===== src/spi_cmd_pkg.sv =====
package spi_cmd_pkg;

   // command opcodes, one byte each
   localparam logic [7:0] op_nop     = 8'h00;
   localparam logic [7:0] op_init    = 8'h01;
   localparam logic [7:0] op_wr_inv  = 8'h02;
   localparam logic [7:0] op_rd_inv  = 8'h03;
   localparam logic [7:0] op_wr_leds = 8'h04;
   localparam logic [7:0] op_rd_leds = 8'h05;
   localparam logic [7:0] op_wr_vec  = 8'h06;
   localparam logic [7:0] op_rd_vec  = 8'h07;

   // vector of 24-bit values
   localparam int vec_len = 4;
   localparam int vec_idx_w = 2;

   // word FIFO geometry
   localparam int fifo_depth = 8;
   localparam int fifo_ptr_w = 3;

   // one SPI frame carries one word
   localparam int word_bits = 32;
   localparam int bit_cnt_w = 6;

   // command engine states
   localparam logic [1:0] st_idle    = 2'd0;
   localparam logic [1:0] st_collect = 2'd1;
   localparam logic [1:0] st_send    = 2'd2;

   // opcode byte on top, argument below
   typedef struct packed {
      logic [7:0]  opcode;
      logic [23:0] arg;
   } cmd_view_t;

   // vector data word, top byte ignored
   typedef struct packed {
      logic [7:0]  pad;
      logic [23:0] value;
   } data_view_t;

   typedef union packed {
      cmd_view_t  cmd;
      data_view_t data;
   } spi_word_t;

   // into a FIFO
   typedef struct packed {
      logic      push;
      spi_word_t data;
   } fifo_wr_t;

   // out of a FIFO, valid while not empty
   typedef struct packed {
      logic      valid;
      spi_word_t data;
   } fifo_rd_t;

endpackage


===== src/spi_word_slave.sv =====
`timescale 1ns/1ps

module spi_word_slave import spi_cmd_pkg::*; (
   input  logic     clk,
   input  logic     rst,
   input  logic     sck,
   input  logic     ss_n,
   input  logic     mosi,
   output logic     miso,
   output fifo_wr_t rx_wr,
   input  logic     rx_full,
   input  fifo_rd_t tx_rd,
   output logic     tx_pop,
   output logic     overflow
);

   // two-flop synchronizers, newest sample in bit 0
   logic [1:0] sck_sync;
   logic [1:0] ss_sync;
   logic [1:0] mosi_sync;

   // edge registers
   logic sck_prev;
   logic ss_prev;

   logic sck_rise;
   logic sck_fall;
   logic ss_fall;
   logic frame_on;
   logic shift_in;
   logic word_done;

   logic [bit_cnt_w-1:0] bit_cnt;
   logic [30:0]          rx_shift;
   logic [31:0]          tx_shift;
   logic                 rx_push;
   spi_word_t            rx_data;

   always_ff @(posedge clk) begin
      if (rst) begin
         sck_sync  <= 2'b00;
         ss_sync   <= 2'b11;
         mosi_sync <= 2'b00;
         sck_prev  <= 1'b0;
         ss_prev   <= 1'b1;
      end else begin
         sck_sync  <= {sck_sync[0], sck};
         ss_sync   <= {ss_sync[0], ss_n};
         mosi_sync <= {mosi_sync[0], mosi};
         sck_prev  <= sck_sync[1];
         ss_prev   <= ss_sync[1];
      end
   end

   assign sck_rise = sck_sync[1] & ~sck_prev;
   assign sck_fall = ~sck_sync[1] & sck_prev;
   assign ss_fall  = ~ss_sync[1] & ss_prev;
   assign frame_on = ~ss_sync[1];

   // bits past the 32nd are ignored
   assign shift_in  = frame_on & sck_rise & (bit_cnt != bit_cnt_w'(word_bits));
   assign word_done = shift_in & (bit_cnt == bit_cnt_w'(word_bits - 1));

   // frame bit counter, restarts on every chip select
   always_ff @(posedge clk) begin
      if (rst) begin
         bit_cnt <= '0;
      end else if (ss_fall) begin
         bit_cnt <= '0;
      end else if (shift_in) begin
         bit_cnt <= bit_cnt + 1'b1;
      end
   end

   // receive path
   always_ff @(posedge clk) begin
      if (shift_in) begin
         rx_shift <= {rx_shift[29:0], mosi_sync[1]};
      end
      if (word_done) begin
         rx_data <= {rx_shift, mosi_sync[1]};
      end
   end

   // push only with room in the rx FIFO, else flag the lost word
   always_ff @(posedge clk) begin
      if (rst) begin
         rx_push  <= 1'b0;
         overflow <= 1'b0;
      end else begin
         rx_push <= word_done & ~rx_full;
         if (word_done && rx_full) begin
            overflow <= 1'b1;
         end
      end
   end

   assign rx_wr = '{push: rx_push, data: rx_data};

   // transmit path
   // reply word loaded at frame start, MSB goes out first
   always_ff @(posedge clk) begin
      if (rst) begin
         tx_shift <= '0;
      end else if (ss_fall) begin
         tx_shift <= tx_rd.valid ? tx_rd.data : '0;
      end else if (frame_on && sck_fall) begin
         tx_shift <= {tx_shift[30:0], 1'b0};
      end
   end

   assign tx_pop = ss_fall & tx_rd.valid;
   assign miso   = tx_shift[31];

endmodule


===== src/word_fifo.sv =====
`timescale 1ns/1ps

module word_fifo import spi_cmd_pkg::*; (
   input  logic     clk,
   input  logic     rst,
   input  fifo_wr_t wr,
   output logic     full,
   output fifo_rd_t rd,
   input  logic     pop
);

   spi_word_t mem [fifo_depth];

   logic [fifo_ptr_w-1:0] wr_ptr;
   logic [fifo_ptr_w-1:0] rd_ptr;
   logic [fifo_ptr_w:0]   count;
   logic                  empty;
   logic                  do_push;
   logic                  do_pop;

   assign full    = (count == (fifo_ptr_w + 1)'(fifo_depth));
   assign empty   = (count == '0);
   assign do_push = wr.push & ~full;
   assign do_pop  = pop & ~empty;

   // storage
   always_ff @(posedge clk) begin
      if (do_push) begin
         mem[wr_ptr] <= wr.data;
      end
   end

   // pointers wrap naturally, depth is a power of two
   always_ff @(posedge clk) begin
      if (rst) begin
         wr_ptr <= '0;
         rd_ptr <= '0;
         count  <= '0;
      end else begin
         if (do_push) begin
            wr_ptr <= wr_ptr + 1'b1;
         end
         if (do_pop) begin
            rd_ptr <= rd_ptr + 1'b1;
         end
         if (do_push && !do_pop) begin
            count <= count + 1'b1;
         end else if (do_pop && !do_push) begin
            count <= count - 1'b1;
         end
      end
   end

   assign rd = '{valid: ~empty, data: mem[rd_ptr]};

endmodule


===== src/cmd_engine.sv =====
`timescale 1ns/1ps

module cmd_engine import spi_cmd_pkg::*; (
   input  logic        clk,
   input  logic        rst,
   input  fifo_rd_t    rx_rd,
   output logic        rx_pop,
   output fifo_wr_t    tx_wr,
   input  logic        tx_full,
   output logic [15:0] leds
);

   logic [1:0]           state;
   logic [vec_idx_w-1:0] idx;
   logic [15:0]          inv_reg;
   logic [23:0]          vec [vec_len];

   spi_word_t cmd_word;
   spi_word_t reply;
   logic      tx_push;
   logic      last_idx;

   assign cmd_word = rx_rd.data;
   assign last_idx = (idx == vec_idx_w'(vec_len - 1));

   // pop and reply decisions
   always_comb begin
      rx_pop  = 1'b0;
      tx_push = 1'b0;
      reply   = '0;
      case (state)
         st_idle: begin
            // a command is taken only with room for its reply
            rx_pop = rx_rd.valid & ~tx_full;
            reply.cmd.opcode = cmd_word.cmd.opcode;
            case (cmd_word.cmd.opcode)
               op_rd_inv: begin
                  reply.cmd.arg = {8'h00, inv_reg};
                  tx_push = rx_pop;
               end
               op_rd_leds: begin
                  reply.cmd.arg = {8'h00, leds};
                  tx_push = rx_pop;
               end
               default: begin
                  tx_push = 1'b0;
               end
            endcase
         end
         st_collect: begin
            rx_pop = rx_rd.valid;
         end
         st_send: begin
            // rx stays untouched until all replies are out
            tx_push = ~tx_full;
            reply.cmd.opcode = op_rd_vec;
            reply.cmd.arg = vec[idx];
         end
         default: begin
            rx_pop = 1'b0;
         end
      endcase
   end

   assign tx_wr = '{push: tx_push, data: reply};

   always_ff @(posedge clk) begin
      if (rst) begin
         state   <= st_idle;
         idx     <= '0;
         inv_reg <= '0;
         leds    <= '0;
         vec     <= '{default: '0};
      end else begin
         case (state)
            st_idle: begin
               if (rx_pop) begin
                  case (cmd_word.cmd.opcode)
                     op_init: begin
                        inv_reg <= '0;
                        leds    <= '0;
                        vec     <= '{default: '0};
                     end
                     op_wr_inv: begin
                        inv_reg <= ~cmd_word.cmd.arg[15:0];
                     end
                     op_wr_leds: begin
                        leds <= cmd_word.cmd.arg[15:0];
                     end
                     op_wr_vec: begin
                        idx   <= '0;
                        state <= st_collect;
                     end
                     op_rd_vec: begin
                        idx   <= '0;
                        state <= st_send;
                     end
                     // nop and unknown opcodes
                     default: begin
                        idx <= '0;
                     end
                  endcase
               end
            end
            st_collect: begin
               if (rx_pop) begin
                  vec[idx] <= cmd_word.data.value;
                  idx      <= idx + 1'b1;
                  if (last_idx) begin
                     state <= st_idle;
                  end
               end
            end
            st_send: begin
               if (tx_push) begin
                  idx <= idx + 1'b1;
                  if (last_idx) begin
                     state <= st_idle;
                  end
               end
            end
            default: begin
               state <= st_idle;
            end
         endcase
      end
   end

endmodule


===== src/spi_cmd_top.sv =====
`timescale 1ns/1ps

module spi_cmd_top import spi_cmd_pkg::*; (
   input  logic        clk,
   input  logic        rst,
   input  logic        sck,
   input  logic        ss_n,
   input  logic        mosi,
   output logic        miso,
   output logic [15:0] leds,
   output logic        overflow
);

   // slave to engine
   fifo_wr_t rx_wr;
   fifo_rd_t rx_rd;
   logic     rx_full;
   logic     rx_pop;

   // engine to slave
   fifo_wr_t tx_wr;
   fifo_rd_t tx_rd;
   logic     tx_full;
   logic     tx_pop;

   spi_word_slave slave (
      .clk      (clk),
      .rst      (rst),
      .sck      (sck),
      .ss_n     (ss_n),
      .mosi     (mosi),
      .miso     (miso),
      .rx_wr    (rx_wr),
      .rx_full  (rx_full),
      .tx_rd    (tx_rd),
      .tx_pop   (tx_pop),
      .overflow (overflow)
   );

   word_fifo rx_fifo (
      .clk  (clk),
      .rst  (rst),
      .wr   (rx_wr),
      .full (rx_full),
      .rd   (rx_rd),
      .pop  (rx_pop)
   );

   word_fifo tx_fifo (
      .clk  (clk),
      .rst  (rst),
      .wr   (tx_wr),
      .full (tx_full),
      .rd   (tx_rd),
      .pop  (tx_pop)
   );

   cmd_engine engine (
      .clk     (clk),
      .rst     (rst),
      .rx_rd   (rx_rd),
      .rx_pop  (rx_pop),
      .tx_wr   (tx_wr),
      .tx_full (tx_full),
      .leds    (leds)
   );

endmodule


===== config.mk =====
export PLATFORM = sky130hd
export DESIGN_NAME = spi_cmd_top
export DESIGN_NICKNAME = d
export VERILOG_FILES = /design/src/spi_cmd_pkg.sv /design/src/spi_word_slave.sv /design/src/word_fifo.sv /design/src/cmd_engine.sv /design/src/spi_cmd_top.sv
export SDC_FILE = /design/constraint.sdc
export NUM_CORES = 1
export LEC_CHECK = 0
export ABC_CLOCK_PERIOD_IN_PS = 16570
export BUFFER_PORTS_ARGS = -buffer_cell sky130_fd_sc_hd__buf_2
export CAP_MARGIN = 20
export CORE_UTILIZATION = 61
export CTS_CLUSTER_SIZE = 20
export DETAILED_ROUTE_END_ITERATION = 8
export PLACE_DENSITY = 0.84
export SLEW_MARGIN = 20
export SYNTH_ARGS = -nofsm -noshare
export SYNTH_HDL_FRONTEND = slang
export SYNTH_SLANG_ARGS = --single-unit
export TNS_END_PERCENT = 5

===== constraint.sdc =====
create_clock -name clk -period 16.57 [get_ports clk]
set_input_delay 2.4855 -clock clk [delete_from_list [all_inputs] [get_ports clk]]
set_output_delay 2.4855 -clock clk [all_outputs]
set_load 0.005 [all_outputs]

==> reports/metrics.cfg, run 1 <==
[floorplan]
ios=23
dieArea_um2=49550
die_h_um=222.6
fp-row-count=80
fp.dieW_um=222.6
coreArea_um2=47850
floorplan.initialDensity_pct=62.04

[critical_path]
crit_arrival_ps=5550
r2r_cells=15
endpoint_kind=flip-flop
start_kind=flip-flop
r2r_end=tx_fifo.count[3]$_SDFFE_PP0P_
cp_max_fo=39
path_class=reg2reg
cp.required_ps=17110
regToRegSetupSlack_ps=11560

[power]
internal_power_mw=3.216
vdd_drop_max_mv=0.1167
power_frac_comb_pct=10.7
total_leakage_power_nw=10.84
power_frac_seq_pct=50.9
p_switching_mw=0.9950
total_power_mw=4.211
p_sw_share_pct=23.63
power.density_nw_per_um2=127.8
clock_power_share_pct=38.4

[finish]
layout_common_cells=edfxtp_1 (575), dfxtp_1 (199), mux4_2 (150)
fillers=2879
top_regs=rx_fifo.mem: 256 flops, tx_fifo.mem: 256 flops, engine.vec: 96 flops
antenna_cells=0
drive_gt1_share_pct=21.14
area_growth_pct=10.97
fin_nets=1729
final_common_cell=edfxtp_1

[min_path]
hold_path_depth=1
min_from=slave.ss_sync[0]$_SDFF_PP1_
hold_path.class=reg2reg
whs_endpoint=slave.ss_sync[1]$_SDFF_PP1_

[synthesis]
synth.distinct_cells=53
yosys_warnings=0
syn_area_um2=29680
async_reset_ff_share_pct=0
yosysSeqAreaShare_pct=72.06
synth-seq-cells=781
synth-edff-count=575
synth_area_per_cell_um2=17.91
syn_inst=1657
synth_nets=1683
synth_flop_cell=edfxtp_1

[route]
firstDrtPassIters=5
drtIter0Drc=1510
vias_per_cell=6.636
routed_wl_um=62450
vias=15760
drcViolationCount=0
wl_per_cell_um=26.30
ant_nets=0

[sta]
layout_min_cycle_time_ps=5013
relSlewSlack_pct=32.44
tightest_slew_ps=999.3
fmax_mhz=199.5
rsz0062_at_grt=false
setup_tns_ps=0
drv_slew=0
hold_violations=0
fin_crit_sh_pct=30.25
skew_ps=33.62
final-setup-viol-count=0

[placement]
port_buffers=22
gp_congestion=0.8239
dp.final_hpwl_um=32350

[global_routing]
antenna_found_initial=0
grt_max_degree=67
grt_usage_pct=26.03
grt_overflow=0
grt_pass1_wl_um=96760
grt_pass1_vias=16590

[cts]
cts_hold_buf=0
cts_max_level=3
post_cts_buffers=0
cts_sinks=781
cts_made_buffers=74
clkLatencyLatePin_ps=620
clk_pin_slew_worst_paths_ps=60
cts_max_path_buffers=3
clk_root_buffer_cell=clkbuf_16
cts_resized=0
tritoncts=yes

[status]
status=complete, no violations

[run]
cap_violations=0

-- per-layer routing --
layer  GRT usage, %  part of all wire [%]  vias to the layer above
met4          9.166                   2.7                        0
met3          4.853                   7.7                      150
li1               -                     -                     6708
met5              0                     0                        -
met1          33.37                    38                     8113
met2          44.73                    51                      790
-- kinds of logic (layout without fill, tap and decap cells) --
kind of cell | after synthesis | after routing | share of synthesized area [%]
and+or+nand+nor | 240 | 240 | 4.126
DFF | 781 | 781 | 72.06
muxes | 222 | 222 | 13.95
AOI/OAI and AO/OA | 258 | 258 | 6.714
xor gates and xnor gates | 20 | 20 | 0.5901
buffers and inverters | 115 | 218 | 1.627
adders and majority gates | 21 | 21 | 0.9357
-- cell type report --
class / instances / area [um2] / area share (%)
Sequential cell: 781 / 21400 / 64.98
Inverter: 20 / 75.07 / 0.2279
Tap cell: 615 / 769.5 / 2.336
Clock buffer: 102 / 2058 / 6.248
Multi-Input combinational cell: 761 / 7963 / 24.17
Timing Repair Buffer: 65 / 435.4 / 1.322
Clock inverter: 31 / 236.5 / 0.7179
-- worst max-delay path by stage --
stage                                                to  cells after the start                          start  slack (ps)
after global routing      tx_fifo.count[3]$_SDFFE_PP0P_                     15                      flip-flop       11110
after floorplan              slave.rx_data[0]$_DFFE_PP_                      6  slave.bit_cnt[0]$_SDFFE_PP0P_        8180
final                     tx_fifo.count[3]$_SDFFE_PP0P_                     15                      flip-flop       11560
after global placement    tx_fifo.count[3]$_SDFFE_PP0P_                     15                      flip-flop       11610
after CTS                 tx_fifo.count[3]$_SDFFE_PP0P_                     15                      flip-flop       11480
after detailed placement  tx_fifo.count[3]$_SDFFE_PP0P_                     15                      flip-flop       11490
-- cells in the mapped netlist (all sizes together), types with 11 or more instances --
cell | instances | share of area [%]
mux2i | 63 | 2.1
ha | 19 | 0.80
and2 | 29 | 0.61
inv | 20 | 0.25
nand2 | 43 | 0.54
a22o | 128 | 3.8
clkbuf | 59 | 0.75
dfxtp | 206 | 14
o211ai | 32 | 0.81
nor3 | 11 | 0.22
xnor2 | 12 | 0.35
a21oi | 21 | 0.35
edfxtp | 575 | 58
o21ai | 39 | 0.66
mux4 | 152 | 12
nor2 | 102 | 1.4
a221o | 16 | 0.54
buf | 36 | 0.63
-- per-stage QoR --
| step | utilization [%] | cells | setup WS [ps] | hold slack [ps] | instance area [um2] |
|---|---|---|---|---|---|
| final | 68.85 | 2375 | 11560 | 417.6 | 32940 |
| after CTS | 68.85 | 2375 | 11480 | 416.0 | 32940 |
| after global placement | 64.05 | 2242 | 11610 | 398.7 | 30650 |
| after floorplan | - | 1657 | 8182 | 389.5 | 29680 |
| after global routing | 68.85 | 2375 | 11110 | 421.4 | 32940 |
| after detailed placement | 64.05 | 2242 | 11490 | 400.4 | 30650 |
-- critical path, cell delays in order (launching register included) --
cell and delay (ps):
dfxtp_4 630, buf_4 680, mux4_2 590, mux2_2 320, nor4_4 380, a41oi_1 310
or2_1 430, inv_1 100, ha_1 190, inv_1 100, ha_1 280, a21o_1 180
a21oi_1 190, xnor2_1 100, or3_1 310, a21oi_1 140
-- power by group through the flow --
| stage | sequential (mW) | combinational [mW] | clock, mW |
|---|---|---|---|
| floorplan | 2.17 | 0.350 | 0 |
| global placement | 2.18 | 0.428 | 0 |
| detailed placement | 2.19 | 0.442 | 0 |
| CTS | 2.14 | 0.451 | 1.64 |
| global route | 2.15 | 0.485 | 1.71 |
| finish | 2.14 | 0.452 | 1.62 |
No activity file was read; power rests on OpenSTA's default activity.
==> inputs of run 2 (changes only) <==
- ABC_AREA: unset -> 1
- ABC_CLOCK_PERIOD_IN_PS: 16570 -> 4000
- CORE_UTILIZATION: 61 -> 57
- PLACE_DENSITY: 0.84 -> 0.83
- clock period: 16.57 -> 4 ns (I/O delays scaled with it)
==> run 2 against run 1 <==
Compared with the run above:
- area after synthesis rose by 4.2%
- synthesized cell count increased by 66%
- critical endpoint unchanged
- cell count increased by 48%
- critical path type unchanged
- non-clock buffer count increased by 19
- clock power grew to 4.4 times the previous value
- die area rose by 11%
==> reports/metrics.cfg, run 2 <==
[status]
status=complete, no violations

[cts]
clkLatencyLatePin_ps=650  ; +30 ps
cts_max_level=3  ; unchanged
clk_pin_slew_worst_paths_ps=60  ; about the same
cts_hold_buf=0  ; unchanged
cts_made_buffers=76  ; +2.7%
cts_max_path_buffers=3  ; unchanged
tritoncts=yes
post_cts_buffers=0  ; unchanged
cts_resized=0  ; unchanged
cts_sinks=781  ; unchanged
clk_root_buffer_cell=clkbuf_16

[synthesis]
yosysMostFrequentCell=edfxtp_1
synth.distinct_cells=41  ; -23%
synth_flop_cell=edfxtp_1
syn_inst=2753  ; +66%
synth-seq-cells=781  ; unchanged
yosysSeqAreaShare_pct=69.15  ; -2.9 points
yosys_warnings=0  ; unchanged
yosys.area.top_type=edfxtp_1
yosys-top-cells-count=edfxtp_1 (575), nand2_1 (487), nor2_1 (343)
synth_nets=2779  ; +65%
async_reset_ff_share_pct=0  ; unchanged
syn_area_um2=30930  ; +4.2%
synth_area_per_cell_um2=11.24  ; -37%
synth-edff-count=575  ; unchanged
yosysTopAreaCellShare_pct=55.82  ; -2.3 points
synthTopCellsByArea=edfxtp_1 (56%), dfxtp_1 (13%), nand2_1 (5.9%)

[sta]
rsz0062_at_grt=false
fmax_mhz=289.6  ; +45%
drv_slew=0  ; unchanged
tightest_slew_ps=1113  ; +114.1 ps
layout_min_cycle_time_ps=3453  ; -1559 ps
fin_crit_sh_pct=86.33  ; +56 points
skew_ps=39.48  ; +5.862 ps
final-setup-viol-count=0  ; unchanged
timing.hold.ws_ps=154.7  ; -263.0 ps
hold_violations=0  ; unchanged
setup_tns_ps=0  ; unchanged
relSlewSlack_pct=25.69  ; -6.8 points

[power]
power.density_nw_per_um2=462.1  ; +260%
total_leakage_power_nw=11.37  ; +4.9%
vdd_drop_max_mv=0.6157  ; +430%
total_power_mw=15.91  ; +280%

[critical_path]
crit_arrival_ps=3980  ; -1570 ps
crit_buf_inv=2  ; -1
endpoint_kind=flip-flop
cp_max_fo=37  ; -5.1%
cp_slowest_cell=dfxtp_4
regToRegSetupSlack_ps=550  ; -11010 ps
critPathTopFamily=simple AND/OR/NAND/NOR gates
r2r_cells=21  ; +6
cp.required_ps=4520  ; -12590 ps
start_kind=flip-flop
path_class=reg2reg
slowest_delay_ps=440  ; -240 ps
path_cells=buf_4 > nand2_1 > nand3_1 > nand3_1 > nand2_1 > nand2_1 > nor2_4 > nand2_1 > nand2_1 > nand2_1 > nand2_1 > ha_1 > inv_1 > ha_1 > and3_1 > a211oi_1 > nor2_1 > nor2_1 > nand2_1 > o21ai_0 > a21oi_1
r2r_end=tx_fifo.count[3]$_SDFFE_PP0P_
cp_common_cell=nand2_1

[min_path]
min_from=mosi
hold_path_depth=3  ; +2
whs_endpoint=slave.mosi_sync[0]$_SDFF_PP0_
hold_path.class=in2reg

[floorplan]
ios=23  ; unchanged
fp-row-count=85  ; +6.3%
fp.dieW_um=235.0  ; +5.6%
die_h_um=235.0  ; +5.6%
dieArea_um2=55200  ; +11%
floorplan.initialDensity_pct=57.59  ; -4.4 points
coreArea_um2=53710  ; +12%

[finish]
top_regs=rx_fifo.mem: 256 flops, tx_fifo.mem: 256 flops, engine.vec: 96 flops
final_common_cell=edfxtp_1
fin_nets=2777  ; +61%
multi_input_area_um2=8433  ; +5.9%
antenna_cells=0  ; unchanged
drive_gt1_share_pct=8.384  ; -13 points
fillers=3720  ; +29%
layout_common_cells=edfxtp_1 (575), nand2_1 (487), nor2_1 (325)
regArea_um2=21400  ; about the same
area_growth_pct=11.29

[route]
ant_nets=0  ; unchanged
drtIter0Drc=2927  ; +94%
firstDrtPassIters=6  ; +1
wl_per_cell_um=21.72  ; -17%
routed_wl_um=76260  ; +22%
vias_per_cell=6.204  ; -6.5%
vias=21780  ; +38%
drcViolationCount=0  ; unchanged

[placement]
dp.final_hpwl_um=42730  ; +32%
port_buffers=22  ; unchanged
gp_congestion=0.8503  ; +3.2%

[global_routing]
grt_pass1_wl_um=116600  ; +20%
grt_max_degree=129  ; +93%
grt_pass1_vias=21400  ; +29%
grt_usage_pct=27.26  ; +1.2 points
antenna_found_initial=0  ; unchanged
grt_overflow=0  ; unchanged

[run]
cap_violations=0  ; unchanged

## run 2: how the worst max path moves through the flow
| stage | end | startpoint | depth (start not counted) | slack, ps |
|---|---|---|---|---|
| 6_report | tx_fifo.count[3]$_SDFFE_PP0P_ | flip-flop | 21 | 550 |
| 5_1_grt | tx_fifo.count[3]$_SDFFE_PP0P_ | flip-flop | 21 | 240 |
| 4_1_cts | tx_fifo.count[3]$_SDFFE_PP0P_ | flip-flop | 21 | 550 |
| 3_5_place_dp | tx_fifo.count[3]$_SDFFE_PP0P_ | flip-flop | 21 | 590 |
| 3_3_place_gp | tx_fifo.count[3]$_SDFFE_PP0P_ | flip-flop | 21 | 700 |
| 2_1_floorplan | tx_fifo.mem[0][0]$_DFFE_PP_ | flip-flop | 14 | 680 |
## run 2: power breakdown
group | internal, mW | switching, mW
registers | 8.60 | 0.0126
clock network | 4.09 | 3.11
logic | 0.0210 | 0.0743
total | 12.7 | 3.20
## run 2: layout make-up
type | count | area share, %
timing repair buffer | 84 | 1.897
clock buffer | 103 | 6.022
inverter | 141 | 1.537
tap | 696 | 2.530
sequential | 781 | 62.17
clock inverter | 39 | 1.345
multi-input combinational | 1667 | 24.50
## run 2: per-layer routing
| metal | track usage (%) | part of all wire (%) |
|---|---|---|
| met1 | 34.54 | 38 |
| met2 | 44.92 | 48 |
| met3 | 4.112 | 9.1 |
| met4 | 15.85 | 5.0 |
| met5 | 0 | 0 |
## run 2: cells by family after synthesis
group	synth area share (%)
AND/OR/NAND/NOR	11.99
flip-flops	69.15
AO/OA/AOI/OAI	12.11
buffers and inverters	4.025
multiplexers	1.715
adder cells (fa/ha/maj)	0.8980
XOR/XNOR	0.1132
## run 2: worst reg2reg max path, stage by stage (launching register included)
cell and delay, ps:
dfxtp_4 440, buf_4 370, nand2_1 110, nand3_1 90, nand3_1 80, nand2_1 90
nand2_1 90, nor2_4 210, nand2_1 110, nand2_1 80, nand2_1 50, nand2_1 80
ha_1 190, inv_1 110, ha_1 340, and3_1 200, a211oi_1 230, nor2_1 70
nor2_1 90, nand2_1 70, o21ai_0 170, a21oi_1 60
## run 2: stage by stage
stage	setup WS [ps]	util [%]	area, um2	std cells
3_5_place_dp	587.1	59.38	31890	3369
3_3_place_gp	701.5	59.38	31890	3369
6_report	546.7	64.10	34430	3511
5_1_grt	240.8	64.10	34430	3511
2_1_floorplan	676.8	-	30930	2753
4_1_cts	551.8	64.10	34430	3511
